==> config.mk <==
export PLATFORM = sky130hd
export DESIGN_NAME = seg_scanner
export DESIGN_NICKNAME = d
export VERILOG_FILES = /design/src/logic/mmio_pkg.sv /design/src/logic/seg_scanner.sv
export SDC_FILE = /design/constraint.sdc
export NUM_CORES = 1
export LEC_CHECK = 0
export BUFFER_PORTS_ARGS = -buffer_cell sky130_fd_sc_hd__buf_2
export CAP_MARGIN = 20
export CORE_MARGIN = 4
export CORE_UTILIZATION = 50
export DETAILED_ROUTE_END_ITERATION = 6
export PLACE_DENSITY = 0.84
export SLEW_MARGIN = 30
export SYNTH_ARGS = -nofsm -noshare
export SYNTH_HDL_FRONTEND = slang
export SYNTH_SLANG_ARGS = --single-unit
==> constraint.sdc <==
create_clock -name clk -period 2.8 [get_ports clk]
set_clock_uncertainty 0.2 [all_clocks]
set_input_delay 0 -clock clk [delete_from_list [all_inputs] [get_ports clk]]
set_output_delay 0 -clock clk [all_outputs]
set_load 0.05 [all_outputs]
==> src/logic/mmio_pkg.sv <==
package mmio_pkg;

    ////////////////////////////////////////
    // Bus and board types
    ////////////////////////////////////////

    typedef logic [31:0] word_t;
    typedef logic [31:0] mmio_addr_t;
    typedef logic [3:0]  byte_mask_t;

    typedef logic [63:0] sw_bus_t;
    typedef logic [7:0]  key_bus_t;

    // Four groups of 10 bits: a..g, dot, two digit enables
    typedef logic [39:0] seg_bus_t;

    // Active high, bit 0 drives segment a
    typedef logic [6:0]  seg_pattern_t;

    typedef enum logic {
        CNT_STOPPED,
        CNT_RUNNING
    } cnt_state_t;

    ////////////////////////////////////////
    // Address map
    ////////////////////////////////////////

    localparam mmio_addr_t DTCM_BASE = 32'h8010_0000;
    localparam mmio_addr_t SW0_ADDR  = 32'h8020_0000;
    localparam mmio_addr_t SW1_ADDR  = 32'h8020_0004;
    localparam mmio_addr_t KEY_ADDR  = 32'h8020_0010;
    localparam mmio_addr_t SEG_ADDR  = 32'h8020_0020;
    localparam mmio_addr_t LED_ADDR  = 32'h8020_0040;
    localparam mmio_addr_t CNT_ADDR  = 32'h8020_0050;

    // Counter command words
    localparam word_t CNT_CMD_START = 32'h8000_0000;
    localparam word_t CNT_CMD_STOP  = 32'hffff_ffff;

    // Returned for unmapped and write-only addresses
    localparam word_t BAD_READ = 32'hdead_beef;

endpackage

==> src/logic/seg_scanner.sv <==
module seg_scanner #(
    parameter int SCAN_DIV = 100000
) (
    input  logic               clk,
    input  logic               rst,
    input  mmio_pkg::word_t    seg_value,
    output mmio_pkg::seg_bus_t seg_out
);
    import mmio_pkg::*;

    localparam int DW = (SCAN_DIV > 1) ? $clog2(SCAN_DIV) : 1;
    localparam logic [DW-1:0] DIV_LAST = DW'(SCAN_DIV - 1);

    // Digit 0 on every group with the low enables, dots off
    localparam seg_bus_t SEG_RESET = {4{2'b01, 1'b0, 7'h3f}};

    logic [DW-1:0] div_cnt;
    logic          phase;
    logic          phase_nxt;
    seg_bus_t      seg_nxt;

    ////////////////////////////////////////
    // Hex to segment decode
    ////////////////////////////////////////

    function automatic seg_pattern_t hex_to_seg(input logic [3:0] hex);
        case (hex)
            4'h0:    hex_to_seg = 7'h3f;
            4'h1:    hex_to_seg = 7'h06;
            4'h2:    hex_to_seg = 7'h5b;
            4'h3:    hex_to_seg = 7'h4f;
            4'h4:    hex_to_seg = 7'h66;
            4'h5:    hex_to_seg = 7'h6d;
            4'h6:    hex_to_seg = 7'h7d;
            4'h7:    hex_to_seg = 7'h07;
            4'h8:    hex_to_seg = 7'h7f;
            4'h9:    hex_to_seg = 7'h6f;
            4'ha:    hex_to_seg = 7'h77;
            4'hb:    hex_to_seg = 7'h7c;
            4'hc:    hex_to_seg = 7'h39;
            4'hd:    hex_to_seg = 7'h5e;
            4'he:    hex_to_seg = 7'h79;
            default: hex_to_seg = 7'h71;
        endcase
    endfunction

    ////////////////////////////////////////
    // Scan divider
    ////////////////////////////////////////

    assign phase_nxt = (div_cnt == DIV_LAST) ? ~phase : phase;

    always_ff @(posedge clk or posedge rst) begin
        if (rst) begin
            div_cnt <= '0;
            phase   <= 1'b0;
        end else begin
            div_cnt <= (div_cnt == DIV_LAST) ? '0 : div_cnt + 1'b1;
            phase   <= phase_nxt;
        end
    end

    ////////////////////////////////////////
    // Group drive
    ////////////////////////////////////////

    // Built from the next phase so the enables flip together with it
    always_comb begin
        for (int g = 0; g < 4; g++) begin
            if (phase_nxt) begin
                seg_nxt[10*g +: 7] = hex_to_seg(seg_value[8*g+4 +: 4]);
                seg_nxt[10*g+8]    = 1'b0;
                seg_nxt[10*g+9]    = 1'b1;
            end else begin
                seg_nxt[10*g +: 7] = hex_to_seg(seg_value[8*g +: 4]);
                seg_nxt[10*g+8]    = 1'b1;
                seg_nxt[10*g+9]    = 1'b0;
            end
            seg_nxt[10*g+7] = 1'b0;
        end
    end

    always_ff @(posedge clk or posedge rst) begin
        if (rst) begin
            seg_out <= SEG_RESET;
        end else begin
            seg_out <= seg_nxt;
        end
    end

endmodule

# Word level (Yosys, flattened, before mapping)
# Memory sizes are Yosys's and may differ from the RTL's.
# Index checks and enable logic that the tools add are counted.
# Widths: inputs -> output; s select.
# classes
addsub	1
eq_ne	1
muxes	7
n_bitwise	1
# ops
operator	n
$mux 7	4
$add 17x1->17 const B	1
$eq 17x17->1 const B	1
$mux 17	1
$mux 2	1
$mux 1	1
$not 1->1	1
# word_totals
reg_bits	54
mem_bits_ro	896
inputBits	34
output_inout_bits	40
elab_cells	21
n_memories	8
# mem_list
name	depth	word_bits	read_ports	rd_clocked_by_memory_dff	write_ports	line	rtl
(name not given)	16	7	1	0	0	seg_scanner.sv:27	case (hex)
(name not given)	16	7	1	0	0	seg_scanner.sv:27	
(name not given)	16	7	1	0	0	seg_scanner.sv:27	
(name not given)	16	7	1	0	0	seg_scanner.sv:27	
(name not given)	16	7	1	0	0	seg_scanner.sv:27	
(name not given)	16	7	1	0	0	seg_scanner.sv:27	
2 more memories	--	--	--	--	--	--	

# Longest topological paths before layout
# logic_depth
depth_word	3
depth_mapped	7
mapped_depth_nobuf	7

# Least setup slack after synthesis
# OpenSTA, ideal clock, no wires.
# synth_path
kind	register to register
startpoint	register div_cnt[0]
endpoint	register seg_out[16]
setup_ns	0.128
arrival_ns	1.787
required_ns	2.472
path_slack_ns	0.686
stages_incl_launch_ff	7
path_buffers	1
synth_period_minus_slack_ns	2.114
cell_sequence	dfrtp_1 > ha_1 > nand4_1 > nor4_2 > xnor2_1 > buf_2 > mux2_1
# synth_between
elab_chain_cells	3
# synth_rtl
item	line	rtl
start: declaration	seg_scanner.sv:17	logic [DW-1:0] div_cnt;
start signal: assignment	seg_scanner.sv:58	div_cnt <= (div_cnt == DIV_LAST) ? '0 : div_cnt + 1'b1;
$eq 17x17->1	seg_scanner.sv:51	assign phase_nxt = (div_cnt == DIV_LAST) ? ~phase : phase;
$mux 1	seg_scanner.sv:51	
$mux 7	seg_scanner.sv:70	if (phase_nxt) begin
named net seg_nxt[16]	seg_scanner.sv:20	seg_bus_t seg_nxt;
end signal: assignment	seg_scanner.sv:87	seg_out <= seg_nxt;
end: declaration	seg_scanner.sv:7	output mmio_pkg::seg_bus_t seg_out
# The timed path passes the listed nets, and every way through them passes these cells.

# Final worst setup path
# layout_path
startpoint	register div_cnt[12]
endpoint	register seg_out[20]
# Same word-level chain as after synthesis.

==> flow_summary.ini <==
[critical_path]
crit_path_max_fanout = 15
cp-start-kind = flip-flop
arrival_ns = 2.75
endpoint_kind = flip-flop
critical_path_class = reg2reg
crit_required_ns = 2.84

[placed_design]
gp_congestion = 0.907
dpl_cell_area_sq_um = 4290
io_buffers = 69
dpl.hpwl_mm = 6.37
place_inst = 564
dp_slack_ns = 0.395

[synth]
synth_seq_area_share = 0.309
netlist_area_sq_um = 3910
yosys_warnings = 0
synth_most_common_cell = ha_1
dominantRegCellSynth = dfstp_2
synth.avg_cell_area_sq_um = 9.36
synth_edf_count = 0
ys_types = 35
synth_top_area_frac = 0.182
yosysTopAreaCell = ha_1
synth_area_leaders = ha_1 18%, dfstp_2 17%, dfrtp_1 14%, mux4_2 4.6%, mux2i_1 4.3%
synth-seq-cells = 47
synth_cells = 418
synthArstFlopShare = 1.00
synth_common_cells = 57 x ha_1, 37 x inv_1, 35 x nor2_1

[cells_and_area]
diodes = 0
seq_area_sq_um = 1210
fillers = 612
stdcell_count = 608
area_growth_pct = 21.2
fin_nets = 599
final_area_sq_um = 4740
drive_gt1_frac = 0.261
multi_input_area_sq_um = 2460

[sta]
max_freq_ghz = 0.370
final.period_utilization = 0.965
worst_pin_slew_ns = 0.763
setup_violations = 0
period_needed_ns = 2.70
final_hold_viol_count = 0
relSlewSlack = 0.491
timing.hold.ws_ns = 0.0344
final_max_slew_viol_count = 0
postLayoutSetupSlackWorst_ns = 0.0976

[power]
p_comb_frac = 0.310
ir_worst_vdd_uv = 191
p_seq_frac = 0.443
p_leak_nw = 2.29
p_sw_uw = 587
power_density_nw_per_um2 = 355
switching_share = 0.349
clockPowerShare = 0.246
power.internal_mw = 1.10
power_mw = 1.68

[clocking]
htree_levels = 2
cts_buffers = 5
clock-sinks = 47
cts_buffer_depth = 2
clkTransAtPathRegs_ns = 0.09
tritoncts = yes
worstSkewPairLatency_ns = 0.30
root_buffer = clkbuf_8

[floorplanning]
core_region_area_sq_um = 7450
die_area_sq_um = 9310
chipHeight_um = 96.5
initial_utilization = 0.526
die_width_um = 96.5
num_io_pins = 74
fp-row-count = 31

[routing]
first_iter_violations = 164
viasPerCell = 5.38
avgRoutedWirePerCell_um = 14.4
drcViolationCount = 0
routed_wl_mm = 8.75
dr.pass1.iters = 5
vias = 3268
ant_nets = 0

[hold_path]
hold_path_class = in2reg

[global_route]
grt_pass1_vias = 3110
grt_max_degree = 48
antenna_found_initial = 0
grt_overflow = 0
grt_pass1_wl_mm = 14.1
grt_use_total = 0.190

[outcome]
status = complete, no violations

[run]
cap_violations = 0
-- cell families after synthesis --
logic type      after synthesis  share of synthesized area
compound gates               69                      0.110
xor+xnor                     15                     0.0336
fa+ha+maj                    57                      0.182
buf+inv                      65                     0.0738
flops                        47                      0.309
mux                          45                      0.147
other cells                   1                   0.000958
simple gates                119                      0.144
-- path summary, 6_finish.rpt --
path                                    start          end  slack, ns  cells past startpoint
worst min-delay path            seg_value[27]  seg_out[34]       0.03                      4
worst max-delay path              div_cnt[12]  seg_out[20]        0.1                      7
min in group asynchronous                 rst  seg_out[36]       0.15                      3
max in group asynchronous                 rst   div_cnt[0]       1.76                      3
worst min register to register    div_cnt[14]  div_cnt[14]       0.30                      1
worst max register to register    div_cnt[12]  seg_out[20]        0.1                      7
-- stage by stage --
step | TNS (ns) | util
after floorplan | 0 | -
after global placement | 0 | 0.576
after detailed placement | 0 | 0.576
after CTS | 0 | 0.624
after global routing | -0.174 | 0.637
final | 0 | 0.637
-- power by group through the flow --
stage	sequential, mW	combinational [mW]	clock, mW
2_1_floorplan	0.886	0.235	0
3_3_place_gp	0.759	0.464	0
3_5_place_dp	0.758	0.482	0
4_1_cts	0.747	0.518	0.422
5_1_grt	0.750	0.568	0.456
6_report	0.747	0.522	0.415
-- what timing repair did --
action	4_1_cts	5_1_grt
endpoints found under the hold margin	44	0
gates resized for setup	0	4
endpoints found under the setup margin	0	5
hold buffers	27	0
buffers inserted	0	9
-- layer usage --
| metal | global-route usage | vias up | wire (um) |
|---|---|---|---|
| li1 | - | 1593 | - |
| met1 | 0.232 | 1553 | 3540 |
| met2 | 0.342 | 99 | 4630 |
| met3 | 0.0356 | 23 | 394 |
| met4 | 0.0537 | 0 | 181 |
| met5 | 0 | - | 0 |
-- flip-flops by register name, indices dropped and copies added, names as in the netlist --
| signal | count |
|---|---|
| div_cnt | 17 |
| seg_out | 30 |
-- worst max-delay path, cell delays in order, from the launching register on --
cell,delay [ns]
dfrtp_1,0.42
nor4b_1,0.30
nand3_1,0.17
nor4_4,0.41
xnor2_4,0.18
buf_12,0.18
mux2i_1,0.20
dlygate4sd3_1,0.58
-- area by class of cell --
type / count / share of cell area
multi-input combinational: 309 / 0.518
tap: 99 / 0.0261
sequential: 47 / 0.255
inverter: 37 / 0.0295
clock buffer: 5 / 0.0145
timing repair buffer: 108 / 0.151
clock inverter: 3 / 0.00528
-- placed cells by master, fill, tap and decap left out, types with 13 or more instances in the layout --
| master | synthesis | layout |
|---|---|---|
| nor2b_1 | 17 | 17 |
| ha_1 | 57 | 56 |
| a21oi_1 | 25 | 25 |
| nand2_1 | 31 | 31 |
| dfstp_2 | 25 | 25 |
| mux2_1 | 14 | 14 |
| buf_2 | 3 | 69 |
| nor2_1 | 35 | 35 |
| o21ai_0 | 13 | 13 |
| mux2i_1 | 17 | 17 |
| inv_1 | 37 | 36 |
| dlygate4sd3_1 | 0 | 27 |
| dfrtp_1 | 22 | 21 |
Power figures use the tool's default switching activity.
