[config.mk]
export PLATFORM = sky130hd
export DESIGN_NAME = cycle_counter
export DESIGN_NICKNAME = d
export VERILOG_FILES = /design/src/logic/mmio_pkg.sv /design/src/logic/cycle_counter.sv
export SDC_FILE = /design/constraint.sdc
export NUM_CORES = 1
export LEC_CHECK = 0
export ABC_AREA = 1
export BUFFER_PORTS_ARGS = -buffer_cell sky130_fd_sc_hd__buf_2
export CORE_AREA = 2 2 110 112
export DETAILED_ROUTE_END_ITERATION = 16
export DIE_AREA = 0 0 112 114
export GPL_ROUTABILITY_DRIVEN = 1
export PLACE_DENSITY = 0.62
export SYNTH_ARGS = -nofsm -noshare
export SYNTH_HDL_FRONTEND = slang
export SYNTH_SLANG_ARGS = --single-unit
[constraint.sdc]
create_clock -name clk -period 1.4 [get_ports clk]
set_input_delay 0.14 -clock clk [delete_from_list [all_inputs] [get_ports clk]]
set_output_delay 0.14 -clock clk [all_outputs]
set_load 0.02 [all_outputs]
[src/logic/mmio_pkg.sv]
package mmio_pkg;

    ////////////////////////////////////////
    // Bus and board types
    ////////////////////////////////////////

    typedef logic [31:0] word_t;
    typedef logic [31:0] mmio_addr_t;
    typedef logic [3:0]  byte_mask_t;

    typedef logic [63:0] sw_bus_t;
    typedef logic [7:0]  key_bus_t;

    // Four groups of 10 bits: a..g, dot, two digit enables
    typedef logic [39:0] seg_bus_t;

    // Active high, bit 0 drives segment a
    typedef logic [6:0]  seg_pattern_t;

    typedef enum logic {
        CNT_STOPPED,
        CNT_RUNNING
    } cnt_state_t;

    ////////////////////////////////////////
    // Address map
    ////////////////////////////////////////

    localparam mmio_addr_t DTCM_BASE = 32'h8010_0000;
    localparam mmio_addr_t SW0_ADDR  = 32'h8020_0000;
    localparam mmio_addr_t SW1_ADDR  = 32'h8020_0004;
    localparam mmio_addr_t KEY_ADDR  = 32'h8020_0010;
    localparam mmio_addr_t SEG_ADDR  = 32'h8020_0020;
    localparam mmio_addr_t LED_ADDR  = 32'h8020_0040;
    localparam mmio_addr_t CNT_ADDR  = 32'h8020_0050;

    // Counter command words
    localparam word_t CNT_CMD_START = 32'h8000_0000;
    localparam word_t CNT_CMD_STOP  = 32'hffff_ffff;

    // Returned for unmapped and write-only addresses
    localparam word_t BAD_READ = 32'hdead_beef;

endpackage

[src/logic/cycle_counter.sv]
module cycle_counter #(
    parameter int CNT_DIV = 50000
) (
    input  logic            clk,
    input  logic            rst,
    input  logic            we,
    input  mmio_pkg::word_t wdata,
    output mmio_pkg::word_t value
);
    import mmio_pkg::*;

    // Keep at least one prescaler bit when CNT_DIV is 1
    localparam int PW = (CNT_DIV > 1) ? $clog2(CNT_DIV) : 1;
    localparam logic [PW-1:0] PRESC_LAST = PW'(CNT_DIV - 1);

    cnt_state_t    state;
    logic [PW-1:0] presc;
    word_t         count;

    logic          cmd_start;
    logic          cmd_stop;

    assign cmd_start = we && (wdata == CNT_CMD_START);
    assign cmd_stop  = we && (wdata == CNT_CMD_STOP);

    ////////////////////////////////////////
    // Command FSM and prescaled count
    ////////////////////////////////////////

    always_ff @(posedge clk or posedge rst) begin
        if (rst) begin
            state <= CNT_STOPPED;
            presc <= '0;
            count <= '0;
        end else if (cmd_start) begin
            // Restart clears everything, even while running
            state <= CNT_RUNNING;
            presc <= '0;
            count <= '0;
        end else if (cmd_stop) begin
            // Stop wins over a pending increment at this edge
            state <= CNT_STOPPED;
        end else if (state == CNT_RUNNING) begin
            if (presc == PRESC_LAST) begin
                presc <= '0;
                count <= count + 32'd1;
            end else begin
                presc <= presc + 1'b1;
            end
        end
    end

    assign value = count;

endmodule

# Yosys cells after proc, flatten, opt, wreduce, memory -nomap -nowiden
# Cells that the tools add are included.
[word_totals]
ff_bits = 49
in_bits = 35
out_inout_bits = 32
wordCells = 26
[classes]
n_addsub = 2
eq_ne = 4
mux = 10
n_reduce_logical = 7
[ops]
columns = ["op", "n"]
rows = [
  ["2-to-1 mux 32 bit", 4],
  ["equality test 32 bit, second input constant", 2],
  ["2-to-1 mux 16 bit", 4],
  ["adder 32 x 1 -> 32 bit, second input constant", 1],
  ["adder 16 x 1 -> 16 bit, second input constant", 1],
  ["equality test 16 bit, second input constant", 1],
  ["nonzero test 2 bit", 3],
  ["AND reduction 3 bit", 1],
  ["logical AND 1 bit", 2],
  ["2-to-1 mux 1 bit", 2],
  ["!= test 2 bit, second input constant", 1],
  ["AND reduction 2 bit", 1],
]

# Depth between registers and ports, before layout
[logic_depth]
depth_word = 5
mapped_depth = 12
depth_no_buf = 11

# Worst setup path after synthesis
# No wires, ideal clock.
[synth_path]
path_kind = "reg2reg"
start = "register count[1] (netlist: value[1])"
end = "register count[30] (netlist: value[30])"
setup_time_ns = 0.113
arrival_ns = 1.557
required_ns = 1.287
setup_slack_ns = -0.270
stages_incl_launch_ff = 11
path_buffers = 0
period_less_slack_ns = 1.670
cell_sequence = "dfrtp_1 ha_1 nand2_1 nor2_2 nand2_1 nor2_2 nand3_1 nand3_1 nand3_1 nand2_1 inv_1"
[synth_between]
elab_chain_cells = 5
[synth_rtl]
columns = ["item", "line_no", "text"]
rows = [
  ["start: declaration", "cycle_counter.sv:18", "word_t count;"],
  ["start signal: assignment", "cycle_counter.sv:46", "count <= count + 32'd1;"],
  ["adder 32 x 1 -> 32 bit", "cycle_counter.sv:46", ""],
  ["2-to-1 mux 32 bit", "cycle_counter.sv:44", "if (presc == PRESC_LAST) begin"],
  ["2-to-1 mux 32 bit", "cycle_counter.sv:43", "end else if (state == CNT_RUNNING) begin"],
  ["2-to-1 mux 32 bit", "cycle_counter.sv:40", "end else if (cmd_stop) begin"],
  ["2-to-1 mux 32 bit", "cycle_counter.sv:35", "end else if (cmd_start) begin"],
]
# No other way between the ends. The select of a mux whose other input is x is not followed.
# A chain may end at the register's enable or synchronous reset.

# Worst setup path after layout
[layout_path]
start = "register presc[0]"
end = "register presc[8]"
[layout_between]
elab_chain_cells = 5
word_cells_on_any_way = 6
cone_classes = "add/sub (1); eq/ne (1); mux (4)"
[layout_rtl]
columns = ["item", "line_no", "text"]
rows = [
  ["start: declaration", "cycle_counter.sv:17", "logic [PW-1:0] presc;"],
  ["start signal: assignment", "cycle_counter.sv:48", "presc <= presc + 1'b1;"],
  ["adder 16 x 1 -> 16 bit / equality test 16 bit (equally long branches)", "cycle_counter.sv:48, cycle_counter.sv:44", ""],
  ["2-to-1 mux 16 bit *", "cycle_counter.sv:44", ""],
  ["2-to-1 mux 16 bit *", "cycle_counter.sv:43", ""],
  ["2-to-1 mux 16 bit *", "cycle_counter.sv:40", ""],
  ["2-to-1 mux 16 bit *", "cycle_counter.sv:35", ""],
]
# Mark *: on every way between the ends. The rest lies on a longest branch, timed or not. The select of a mux whose other input is x is not followed.

==> results.cfg <==
[timing]
maxSlewViolCount = 0
period_share_pct = 112
worstMarginPinSlew_ps = 389
fin_crit_ps = 1570
slew_headroom_pct = 74.0
hold_viol = 0
max_freq_ghz = 0.637
tns_ps = -4120
setup_viol = 40
worst_slack_ps = -170
rsz0062_at_grt = true
skew_ps = 9.08

[worst_setup_path]
cp-end-kind = register
slowest_delay_ps = 360
required_ps = 1590
worstPathBufferInverterCount = 2
critPathKind = register to register
crit_arrival_ps = 1760
crit_slowest_cell = dfrtp_1
cp_cell_sequence = ha_2, nand2_2, nor2_4, inv_2, nor2_1, nand4_1, buf_6, nand3_2, nand3b_1, nand2_1
cp_max_fo = 4
crit_cells = 10
path_delay_family = simple AND/OR/NAND/NOR gates
r2r.worst_path.cells = 10
startpoint_type = register

[global_routing]
groute.usage.overall_pct = 18.4
grt_pass1_wl_um = 19400
gr-total-overflow = 0
antenna_found_initial = 0
grt_pass1_vias = 4131
grt_max_degree = 50

[finish]
num_antenna_cells = 0
drive_gt1_share_pct = 37.3
syn_to_final_growth_pct = 49.2
design_area_um2 = 5880
nNetsFinal = 857
fill_cells = 1174

[place]
gp_congestion = 0.882
placed_cell_area_um2 = 5240
port_buffers = 66
dp_hpwl_um = 8390
pre_cts_slack_ps = -195

[floorplan]
die_h_um = 114
ios = 67
chipWidth_um = 112
rows = 40
core_um2 = 11700
die_area_um2 = 12800
initial_utilization_pct = 33.7

[pwr]
p_per_area_nw_per_um2 = 492
peakVddDrop_mv = 0.402
power_frac_comb_pct = 5.4
p_clk_share_pct = 45.7
pwr-share-seq_pct = 48.9
p_switching_mw = 0.648
p_sw_share_pct = 22.4
p_leak_nw = 3.15
p_int_mw = 2.25

[yosys]
synth_nets = 692
ys_seq_area_share_pct = 31.1
synth_cells = 655
syn_area_um2 = 3940
yosys_register_bits = 49
synthTopCellsByArea = dfrtp_1 31%, nand2_1 22%, nand3_1 12%, inv_1 9.6%, nor2_1 8.4%
syn_area_per_cell_um2 = 6.02
synth_warnings = 0
yosysTopAreaCell = dfrtp_1
ys_types = 28
synth_top_area_share_pct = 31.1

[cts]
cts_tree = built
clock_sinks = 49
cts_root_buffer = clkbuf_16
cts_buffer_depth = 2
worst_skew_pair.late_latency_ps = 300
h-tree-depth = 2
numCtsBuffers = 5
path_clk_slew_ps = 70

[route]
drtIter0Drc = 236
via_count = 4500
ant_nets = 0
wl_per_cell_um = 12.2
routed_wl_um = 11800
vias_per_cell = 4.65
dr.pass1.iters = 4
drc = 0

[flow_run]
maxCapViolations = 0

[run_status]
violations = negative setup slack
status = finished, violations left

[hold_path]
hold_path_class = primary input to asynchronous set/reset pin
## synth_stat cells
cell type	count
nand4_1	11
nand2_2	4
xnor2_1	2
nand3b_1	5
a21o_1	1
o21ai_1	9
inv_2	1
buf_4	6
xor2_1	15
nand3_4	1
nor2_2	7
nor3_1	2
nand3_1	94
o21bai_1	1
o21ai_0	11
clkbuf_1	3
nand2_4	1
ha_1	2
dfrtp_1	49
and2_1	1
nor2_1	88
nand2_1	228
or2_2	1
inv_1	101
buf_6	4
a31o_2	2
nor2_4	3
buf_2	2
## area by class of cell
cell class / instances / area, um^2 / share of cell area, %
Inverter: 102 / 390 / 6.64
Timing Repair Buffer: 172 / 1260 / 21.5
Sequential cell: 49 / 1240 / 21.1
Tap cell: 147 / 184 / 3.13
Clock buffer: 7 / 153 / 2.59
Multi-Input combinational cell: 490 / 2640 / 44.9
Clock inverter: 1 / 5.00 / 0.0851
## stage by stage
stage               power [mW]  std cells  util, %  hold WS [ps]
floorplan                 1.50        655        -           399
detailed placement        1.60        940     44.7           213
global route              2.99        968     50.2           469
global placement          1.60        940     44.7           222
finish                    2.89        968     50.2           424
CTS                       2.92        962     48.1           438
## sequential cells by signal, summed over array words and instances (netlist names)
signal / flops
value: 32
state: 1
presc: 16
## what timing repair did
item,CTS,global route
hold buffers,1,0
resized for setup,20,65
gates cloned,3,0
buffers inserted,11,8
endpoints found under the hold margin,49,0
setup endpoints to repair,41,45
pin swaps,24,33
## routing by layer
metal | global-route usage [%] | up-vias | share of wire (%)
li1 | - | 2360 | -
met1 | 25.0 | 2043 | 47
met5 | 0 | - | 0
met4 | 4.15 | 0 | 1.1
met3 | 2.82 | 8 | 4.2
met2 | 31.0 | 89 | 47
## power by group through the flow
stage          Clock [mW]  Combinational [mW]  Sequential [mW]
2_1_floorplan           0              0.0575             1.44
3_3_place_gp            0               0.156             1.44
3_5_place_dp            0               0.157             1.44
4_1_cts              1.35               0.160             1.41
5_1_grt              1.39               0.183             1.41
6_report             1.32               0.156             1.41
## kinds of logic (layout without fill, tap and decap cells)
group,count (synthesis),in the layout,share of synthesized area (%)
adder cells (fa/ha/maj),2,2,0.634
buffers and inverters,117,282,12.5
AO/OA/AOI/OAI,24,24,3.36
AND/OR/NAND/NOR,446,447,48.6
flip-flops,49,49,31.1
XOR/XNOR,17,17,3.78
## worst reg2reg max path, cell delays in order, from the launching register on
cell,delay (ps)
dfrtp_1,360
ha_2,190
nand2_2,70
nor2_4,160
inv_2,70
nor2_1,100
nand4_1,150
buf_6,180
nand3_2,50
nand3b_1,90
nand2_1,50
## cells in the final DEF, fill, tap and decap left out, types with 13 or more instances in the layout
| cell type | synthesis | routed |
|---|---|---|
| nand2_2 | 4 | 28 |
| nand3_2 | 0 | 35 |
| dfrtp_1 | 49 | 36 |
| nand3_1 | 94 | 58 |
| buf_2 | 2 | 65 |
| inv_1 | 101 | 91 |
| nand2_1 | 228 | 201 |
| xor2_1 | 15 | 14 |
| nor2_1 | 88 | 72 |
| dfrtp_2 | 0 | 13 |
| nor2_4 | 3 | 14 |
| buf_4 | 6 | 93 |
## worst paths after layout
path,startpoint,to,slack [ps]
min,rst,value[23]$_DFFE_PP0P_,420
min in group clk,we,presc[3]$_DFFE_PP0P_,460
min reg2reg,presc[5]$_DFFE_PP0P_,presc[5]$_DFFE_PP0P_,580
max reg2reg,presc[0]$_DFFE_PP0P_,presc[8]$_DFFE_PP0P_,-170
max,presc[0]$_DFFE_PP0P_,presc[8]$_DFFE_PP0P_,-170
max in group asynchronous,rst,value[11]$_DFFE_PP0P_,720
Note: power is estimated with default switching activity, not from simulation.
