--- config.mk ---
export PLATFORM = sky130hd
export DESIGN_NAME = perip_bridge
export DESIGN_NICKNAME = d
export VERILOG_FILES = /design/src/logic/mmio_pkg.sv /design/src/logic/perip_bridge.sv
export SDC_FILE = /design/constraint.sdc
export NUM_CORES = 1
export LEC_CHECK = 0
export ABC_AREA = 1
export BUFFER_PORTS_ARGS = -buffer_cell sky130_fd_sc_hd__buf_4
export CORE_AREA = 2 2 155 157
export CTS_BUF_LIST = sky130_fd_sc_hd__clkbuf_8
export DETAILED_ROUTE_END_ITERATION = 8
export DIE_AREA = 0 0 157 159
export PLACE_DENSITY = 0.57
export SLEW_MARGIN = 20
export SYNTH_ARGS = -nofsm -noshare
export SYNTH_HDL_FRONTEND = slang
export SYNTH_SLANG_ARGS = --single-unit
--- constraint.sdc ---
create_clock -name clk -period 3.6 [get_ports clk]
set_input_delay 0.72 -clock clk [delete_from_list [all_inputs] [get_ports clk]]
set_output_delay 0.72 -clock clk [all_outputs]
set_load 0.01 [all_outputs]
--- src/logic/mmio_pkg.sv ---
package mmio_pkg;

    ////////////////////////////////////////
    // Bus and board types
    ////////////////////////////////////////

    typedef logic [31:0] word_t;
    typedef logic [31:0] mmio_addr_t;
    typedef logic [3:0]  byte_mask_t;

    typedef logic [63:0] sw_bus_t;
    typedef logic [7:0]  key_bus_t;

    // Four groups of 10 bits: a..g, dot, two digit enables
    typedef logic [39:0] seg_bus_t;

    // Active high, bit 0 drives segment a
    typedef logic [6:0]  seg_pattern_t;

    typedef enum logic {
        CNT_STOPPED,
        CNT_RUNNING
    } cnt_state_t;

    ////////////////////////////////////////
    // Address map
    ////////////////////////////////////////

    localparam mmio_addr_t DTCM_BASE = 32'h8010_0000;
    localparam mmio_addr_t SW0_ADDR  = 32'h8020_0000;
    localparam mmio_addr_t SW1_ADDR  = 32'h8020_0004;
    localparam mmio_addr_t KEY_ADDR  = 32'h8020_0010;
    localparam mmio_addr_t SEG_ADDR  = 32'h8020_0020;
    localparam mmio_addr_t LED_ADDR  = 32'h8020_0040;
    localparam mmio_addr_t CNT_ADDR  = 32'h8020_0050;

    // Counter command words
    localparam word_t CNT_CMD_START = 32'h8000_0000;
    localparam word_t CNT_CMD_STOP  = 32'hffff_ffff;

    // Returned for unmapped and write-only addresses
    localparam word_t BAD_READ = 32'hdead_beef;

endpackage

--- src/logic/perip_bridge.sv ---
module perip_bridge #(
    parameter int DTCM_AW = 10
) (
    input  logic                     clk,
    input  logic                     rst,

    // Write port
    input  mmio_pkg::mmio_addr_t     perip_waddr,
    input  mmio_pkg::word_t          perip_wdata,
    input  logic                     perip_wen,
    input  mmio_pkg::byte_mask_t     perip_mask,

    // Read port
    input  mmio_pkg::mmio_addr_t     perip_raddr,
    output mmio_pkg::word_t          perip_rdata,

    // Board inputs and outputs
    input  mmio_pkg::sw_bus_t        sw_in,
    input  mmio_pkg::key_bus_t       key_in,
    output mmio_pkg::word_t          led_out,
    output mmio_pkg::word_t          seg_value,

    // DTCM side
    output logic                     dtcm_we,
    output mmio_pkg::byte_mask_t     dtcm_mask,
    output logic [DTCM_AW-1:0]       dtcm_waddr,
    output logic [DTCM_AW-1:0]       dtcm_raddr,
    input  mmio_pkg::word_t          dtcm_rdata,

    // Counter side
    output logic                     cnt_we,
    input  mmio_pkg::word_t          cnt_value,

    // Write data shared by the peers
    output mmio_pkg::word_t          wdata
);
    import mmio_pkg::*;

    // First byte address past the DTCM window
    localparam mmio_addr_t DTCM_LIMIT = DTCM_BASE + mmio_addr_t'(4 << DTCM_AW);

    logic  wr_in_dtcm;
    logic  rd_in_dtcm;
    word_t rd_next;

    ////////////////////////////////////////
    // Write decode
    ////////////////////////////////////////

    assign wr_in_dtcm = (perip_waddr >= DTCM_BASE) && (perip_waddr < DTCM_LIMIT);

    assign dtcm_we    = perip_wen && wr_in_dtcm;
    assign dtcm_mask  = perip_mask;
    assign dtcm_waddr = perip_waddr[DTCM_AW+1:2];
    assign cnt_we     = perip_wen && (perip_waddr == CNT_ADDR);
    assign wdata      = perip_wdata;

    // Board registers take the whole word, the mask is for DTCM only
    always_ff @(posedge clk or posedge rst) begin
        if (rst) begin
            led_out   <= '0;
            seg_value <= '0;
        end else if (perip_wen) begin
            if (perip_waddr == LED_ADDR) begin
                led_out <= perip_wdata;
            end
            if (perip_waddr == SEG_ADDR) begin
                seg_value <= perip_wdata;
            end
        end
    end

    ////////////////////////////////////////
    // Read select
    ////////////////////////////////////////

    assign rd_in_dtcm = (perip_raddr >= DTCM_BASE) && (perip_raddr < DTCM_LIMIT);
    assign dtcm_raddr = perip_raddr[DTCM_AW+1:2];

    always_comb begin
        if (rd_in_dtcm) begin
            rd_next = dtcm_rdata;
        end else begin
            case (perip_raddr)
                SW0_ADDR: rd_next = sw_in[31:0];
                SW1_ADDR: rd_next = sw_in[63:32];
                KEY_ADDR: rd_next = {24'd0, key_in};
                SEG_ADDR: rd_next = seg_value;
                CNT_ADDR: rd_next = cnt_value;
                // LED is write-only and falls through here
                default:  rd_next = BAD_READ;
            endcase
        end
    end

    // Sampled before this edge's write lands, so same-address reads see old data
    always_ff @(posedge clk or posedge rst) begin
        if (rst) begin
            perip_rdata <= '0;
        end else begin
            perip_rdata <= rd_next;
        end
    end

endmodule

After elaboration in Yosys (flattened, before gate mapping)

Cells that the tools add are included.

Register bits after elaboration: 96
Latch bits: 0
Bits in writable memories: 0
ROM bits: 0
Input port bits: 239
Output and inout bits: 154
Logic and storage cells: 23
Memories: 0

$add $sub $neg: 0
Multiply operators: 0
Divide/modulo/power cells: 0
$lt $le $gt $ge: 4
Equal/unequal tests: 8
Shifts and indexed selects: 0
Mux-type cells: 2
Bitwise operators: 0
Reductions and logical operators: 6

Operators by type and width:

| operator                                           | number |
|---|---|
| == test 32 bit, second input constant              | 8 |
| one-hot mux 32 bit (5 select lines)                | 1 |
| >= comparator 32 bit, second input constant        | 2 |
| less-than comparator 32 bit, second input constant | 2 |
| 2-to-1 mux 32 bit                                  | 1 |
| logical AND 1 bit                                  | 4 |
| AND reduction 2 bit                                | 2 |

Longest topological paths before layout

Depth in word-level cells: 3
Mapped depth: 13

Least setup slack after synthesis

Ideal clock, no wire load.

Path type: in2out
Start point: input port perip_waddr[17]
End point: output port cnt_we
Arrival time: 1.469 ns
Slack: 1.411 ns
Stages: 5
Buffers on the path: 0
Cell sequence: nor2_1 -> nand2_1 -> nor4_1 -> inv_1 -> nor3_1

Longest elaborated chain between the ends: 2

Ends and longest elaborated chain:

| what              | RTL line           | RTL |
|---|---|---|
| from (decl)       | perip_bridge.sv:8  | `input mmio_pkg::mmio_addr_t perip_waddr,` |
| == test 32 bit    | perip_bridge.sv:55 | `assign cnt_we = perip_wen && (perip_waddr == CNT_ADDR);` |
| logical AND 1 bit | perip_bridge.sv:55 |  |
| to (decl)         | perip_bridge.sv:31 | `output logic cnt_we,` |

Every way passes these cells.

Final worst setup path

Start point: input port perip_waddr[1]
End point: output port cnt_we

The elaborated chain is that of the path after synthesis.

==> reports/summary.md <==
The post-CTS repair timing setup buffer count came out at 0. The library cell appearing most often on the critical path is buf_4. Across the routed clock network, the largest skew measured is 0.0253 ns.

Detailed-route DRC error count: 0. Broken down by cell family, the worst path's largest delay share belongs to simple AND/OR/NAND/NOR gates. The first detailed-routing pass ran for 5 iterations.

Ranked by total cell area, the synthesized netlist is headed by dfrtp_1 (41%), nand2_1 (15%), nand3_1 (14%). The number of antenna violations at the first check in global routing is 0, and the ratio of final minimum period to clock period is 72.2%. The run gives 0 as the leftover overflow at the end of global routing. The tools report the root buffer cell as clkbuf_8. The register bit count reported by yosys was 96; the instance area after placement was 8600 µm². The floorplan has 56 rows.

The run finished with clean final reports. The tools report the total of hold buffers inserted after clock tree synthesis as 0. The logs give 0 for the final number of hold-violating endpoints and 0 for the setup violation total in the final timing report. The top cell type by area accounts for 40.7% of the synthesized area.

In this run, placement finished with an instance count of 1436. The tools report the worst-case vdd ir drop as 141 µV. In this run the static leakage power is 4.82 nW.

On the final layout, the worst hold slack is 0.431 ns. The synthesized netlist occupies a cell area of 5900 µm². The largest single stage delay on the critical path is 0.40 ns. The horizontal die dimension was 157 µm; the initial core utilization was 25.4%.

Entering global routing, the biggest net connects 97 pins. The startpoint identified for the worst register-to-register timing path is seg_value[5]. The routed layout has 6412 vias. The antenna diode instance count is 0, and the relative max-transition margin is 53.3%. By startpoint and endpoint, the worst setup path is classified as input pin to output port.

Data on the critical path arrives at its endpoint at 1.88 ns. The master of the slowest instance on the critical path was nor4_2. For this run, the total global-route usage over all layers was measured as 19.1%. Once detailed placement completed, the half-perimeter wirelength came to 19.0 mm. After synthesis, the largest family of logic cells by area is simple AND/OR/NAND/NOR gates. Adding up every negative setup slack in the final design gives 0 ns. The maximum fanout count along the critical path was 3; the area of the core region was 23200 µm². Final net count: 1367. The floorplan die area is 25000 µm².

Once routing completed, OpenROAD measured the worst setup slack at 1.00 ns. Derived from the worst setup path, the maximum achievable clock frequency is 0.385 GHz. The run gives 393 as the number of I/O pins.

The tools report the worst setup path startpoint as perip_waddr[1]. For the first-pass GRT wire length, the log shows 36.9 mm. For this run, the number of Yosys warnings is 0. The detail route stage leaves a number of antenna-violating nets equal to 0. The final weighted congestion in routability-driven placement was 0.821. In the routed layout, each cell is associated on average with a via count of 4.42. The number of unique standard cell types used by synthesis was 29. The tools report the number of standard cells in the final layout excluding fillers as 1452. After clock tree synthesis, the repair step resized 0 gates. The area growth from synthesis to final layout is 49.5%.

The final layout contains routed wiring with a total length of 24.4 mm. Of all cell types, the one taking the most synthesized area is dfrtp_1. The port buffer count works out to 384. Counting both buffers and inverters, the worst setup path holds a total of 2.

The run gives 8820 µm² as the final standard cell area without fillers. Clock tree synthesis inserted a total of 9 buffers. After clock tree synthesis, the clock-pin slew on the worst setup and hold paths is 0.13 ns.

Sequential elements use 40.7% of the synthesized area. The worst setup path is launched from an input pin. The clock reaches the later pin of the worst-skew pair after 0.39 ns. For this block, the initial DRC count from the detailed router was 293.

The max-cap check violation count is 0. The tools report the endpoint class of the critical path as an output port. The signal on the critical path passes through buf_4, nor4_2, nand4_1, nor3_1, buf_4.

CTS saw 96 sinks. The synthesized netlist devotes 0% of its cell area to XOR and XNOR gates. Classification of the worst-slack hold path: input pin to async pin. The tools report the total nets after synthesis as 1059. Summing internal, switching and leakage power gives 2.20 mW. In the synthesized netlist, the number of instances is 820. The count of fill cells added during filler insertion was 2503; the clock period minus final worst setup slack was 2.60 ns. The chip height was 159 µm; the pre-CTS setup slack was 0.725 ns. Setup repair after global routing left no endpoint under its margin.

The per-cell routed wire length was 16.8 µm. The final-report max-slew violation count came out at 0. TritonCTS built the clock tree. At the pin with the least slew margin, the transition time is 0.700 ns. The proportion of synthesized area in mux cells was 0%.

The post-synthesis adder-cell area fraction was 0%. Measured on the finished design, the core utilization comes to 38.0%. The run gives 2.88 ns as the data required time of the worst path. Area fraction in compound gates after synthesis: 2.59%. The number of global-route vias before repair is 6374, and the number of buffers on the longest clock path is 2. The basic-gate share of the synthesized area counting and, or, nand and nor cells is 41.2%. The mean instance size in the synthesized netlist came out at 7.19 µm².

For this design the ratio of total power to cell area is 250 nW/µm². The H-tree was split into 3 levels. Of the cells placed in the final design, the portion with a size suffix greater than 1 is 39.7%.
## layout make-up
type | instances | area (µm²) | area share, %
clock inverters | 7 | 91.3 | 1.04
inverters | 58 | 220 | 2.50
multi-input cells | 567 | 2580 | 29.3
clock buffers | 9 | 124 | 1.40
repair buffers | 396 | 3000 | 34.0
flip-flops and latches | 96 | 2400 | 27.2
well taps | 319 | 399 | 4.53
## report_power, final
part | total (mW) | switching, mW | internal (mW)
Combinational | 0.348 | 0.139 | 0.209
Sequential | 1.08 | 0.000000111 | 1.08
Clock | 0.774 | 0.488 | 0.286
## registers in the layout, indices dropped and copies added (netlist names)
signal,cells
led_out,32
perip_rdata,32
seg_value,32
## kinds of logic after synthesis
family          count (synthesis)
simple gates                  546
compound gates                 21
flops                          96
buf+inv                       157
## cell usage after synthesis
master / number
nor2_1: 92
dfrtp_1: 96
nand2_4: 1
or2_2: 7
nand3_1: 169
inv_2: 1
o211ai_1: 1
buf_6: 9
nor4_1: 4
nor2_4: 2
buf_2: 19
and2_1: 1
and3_1: 1
nor2_8: 1
nor4b_1: 1
nor3_1: 11
nor4_2: 1
nand2_2: 3
buf_4: 62
a21oi_1: 7
o21ai_1: 1
clkbuf_1: 9
nand4_1: 12
inv_1: 57
nand3_2: 2
nand3b_1: 1
nor2_2: 6
nand2_1: 231
a21oi_2: 12
## path summary, 6_finish.rpt
path / endpoint / slack, ns / cells past startpoint
max reg2reg: perip_rdata[5] / 2.48 / 6
max in group asynchronous: seg_value[14] / 2.74 / 3
min reg2reg: led_out[18] / 0.49 / 2
min: led_out[1] / 0.43 / 3
min in group clk: led_out[18] / 0.49 / 2
max: cnt_we / 1.00 / 5
## tightest hold or removal path: cells and delay by family
kind,cells,cell delay [ns]
buf+inv,3,0.58
## metal layers
layer	up-vias	wire (µm)	track usage, %
li1	3188	-	-
met1	2921	10700	25.2
met2	264	11600	31.6
met3	39	1430	3.48
met4	0	646	6.26
met5	-	0	0
## cells in the final DEF (no fill, tap or decap), types with 2 or more instances in the layout
master and instances:
a21oi_1 7, inv_1 56, nor2_2 7, nand2_2 3, nand3_1 169, buf_12 2
clkinv_8 3, buf_4 394, nand3_2 2, nand4_1 12, a21oi_2 12, clkbuf_8 9
nor2_4 2, dfrtp_1 96, nor3_1 11, nor4_1 4, nor2_1 91, or2_2 7
inv_6 3, nand2_1 231
Note: power is estimated with default switching activity, not from simulation.
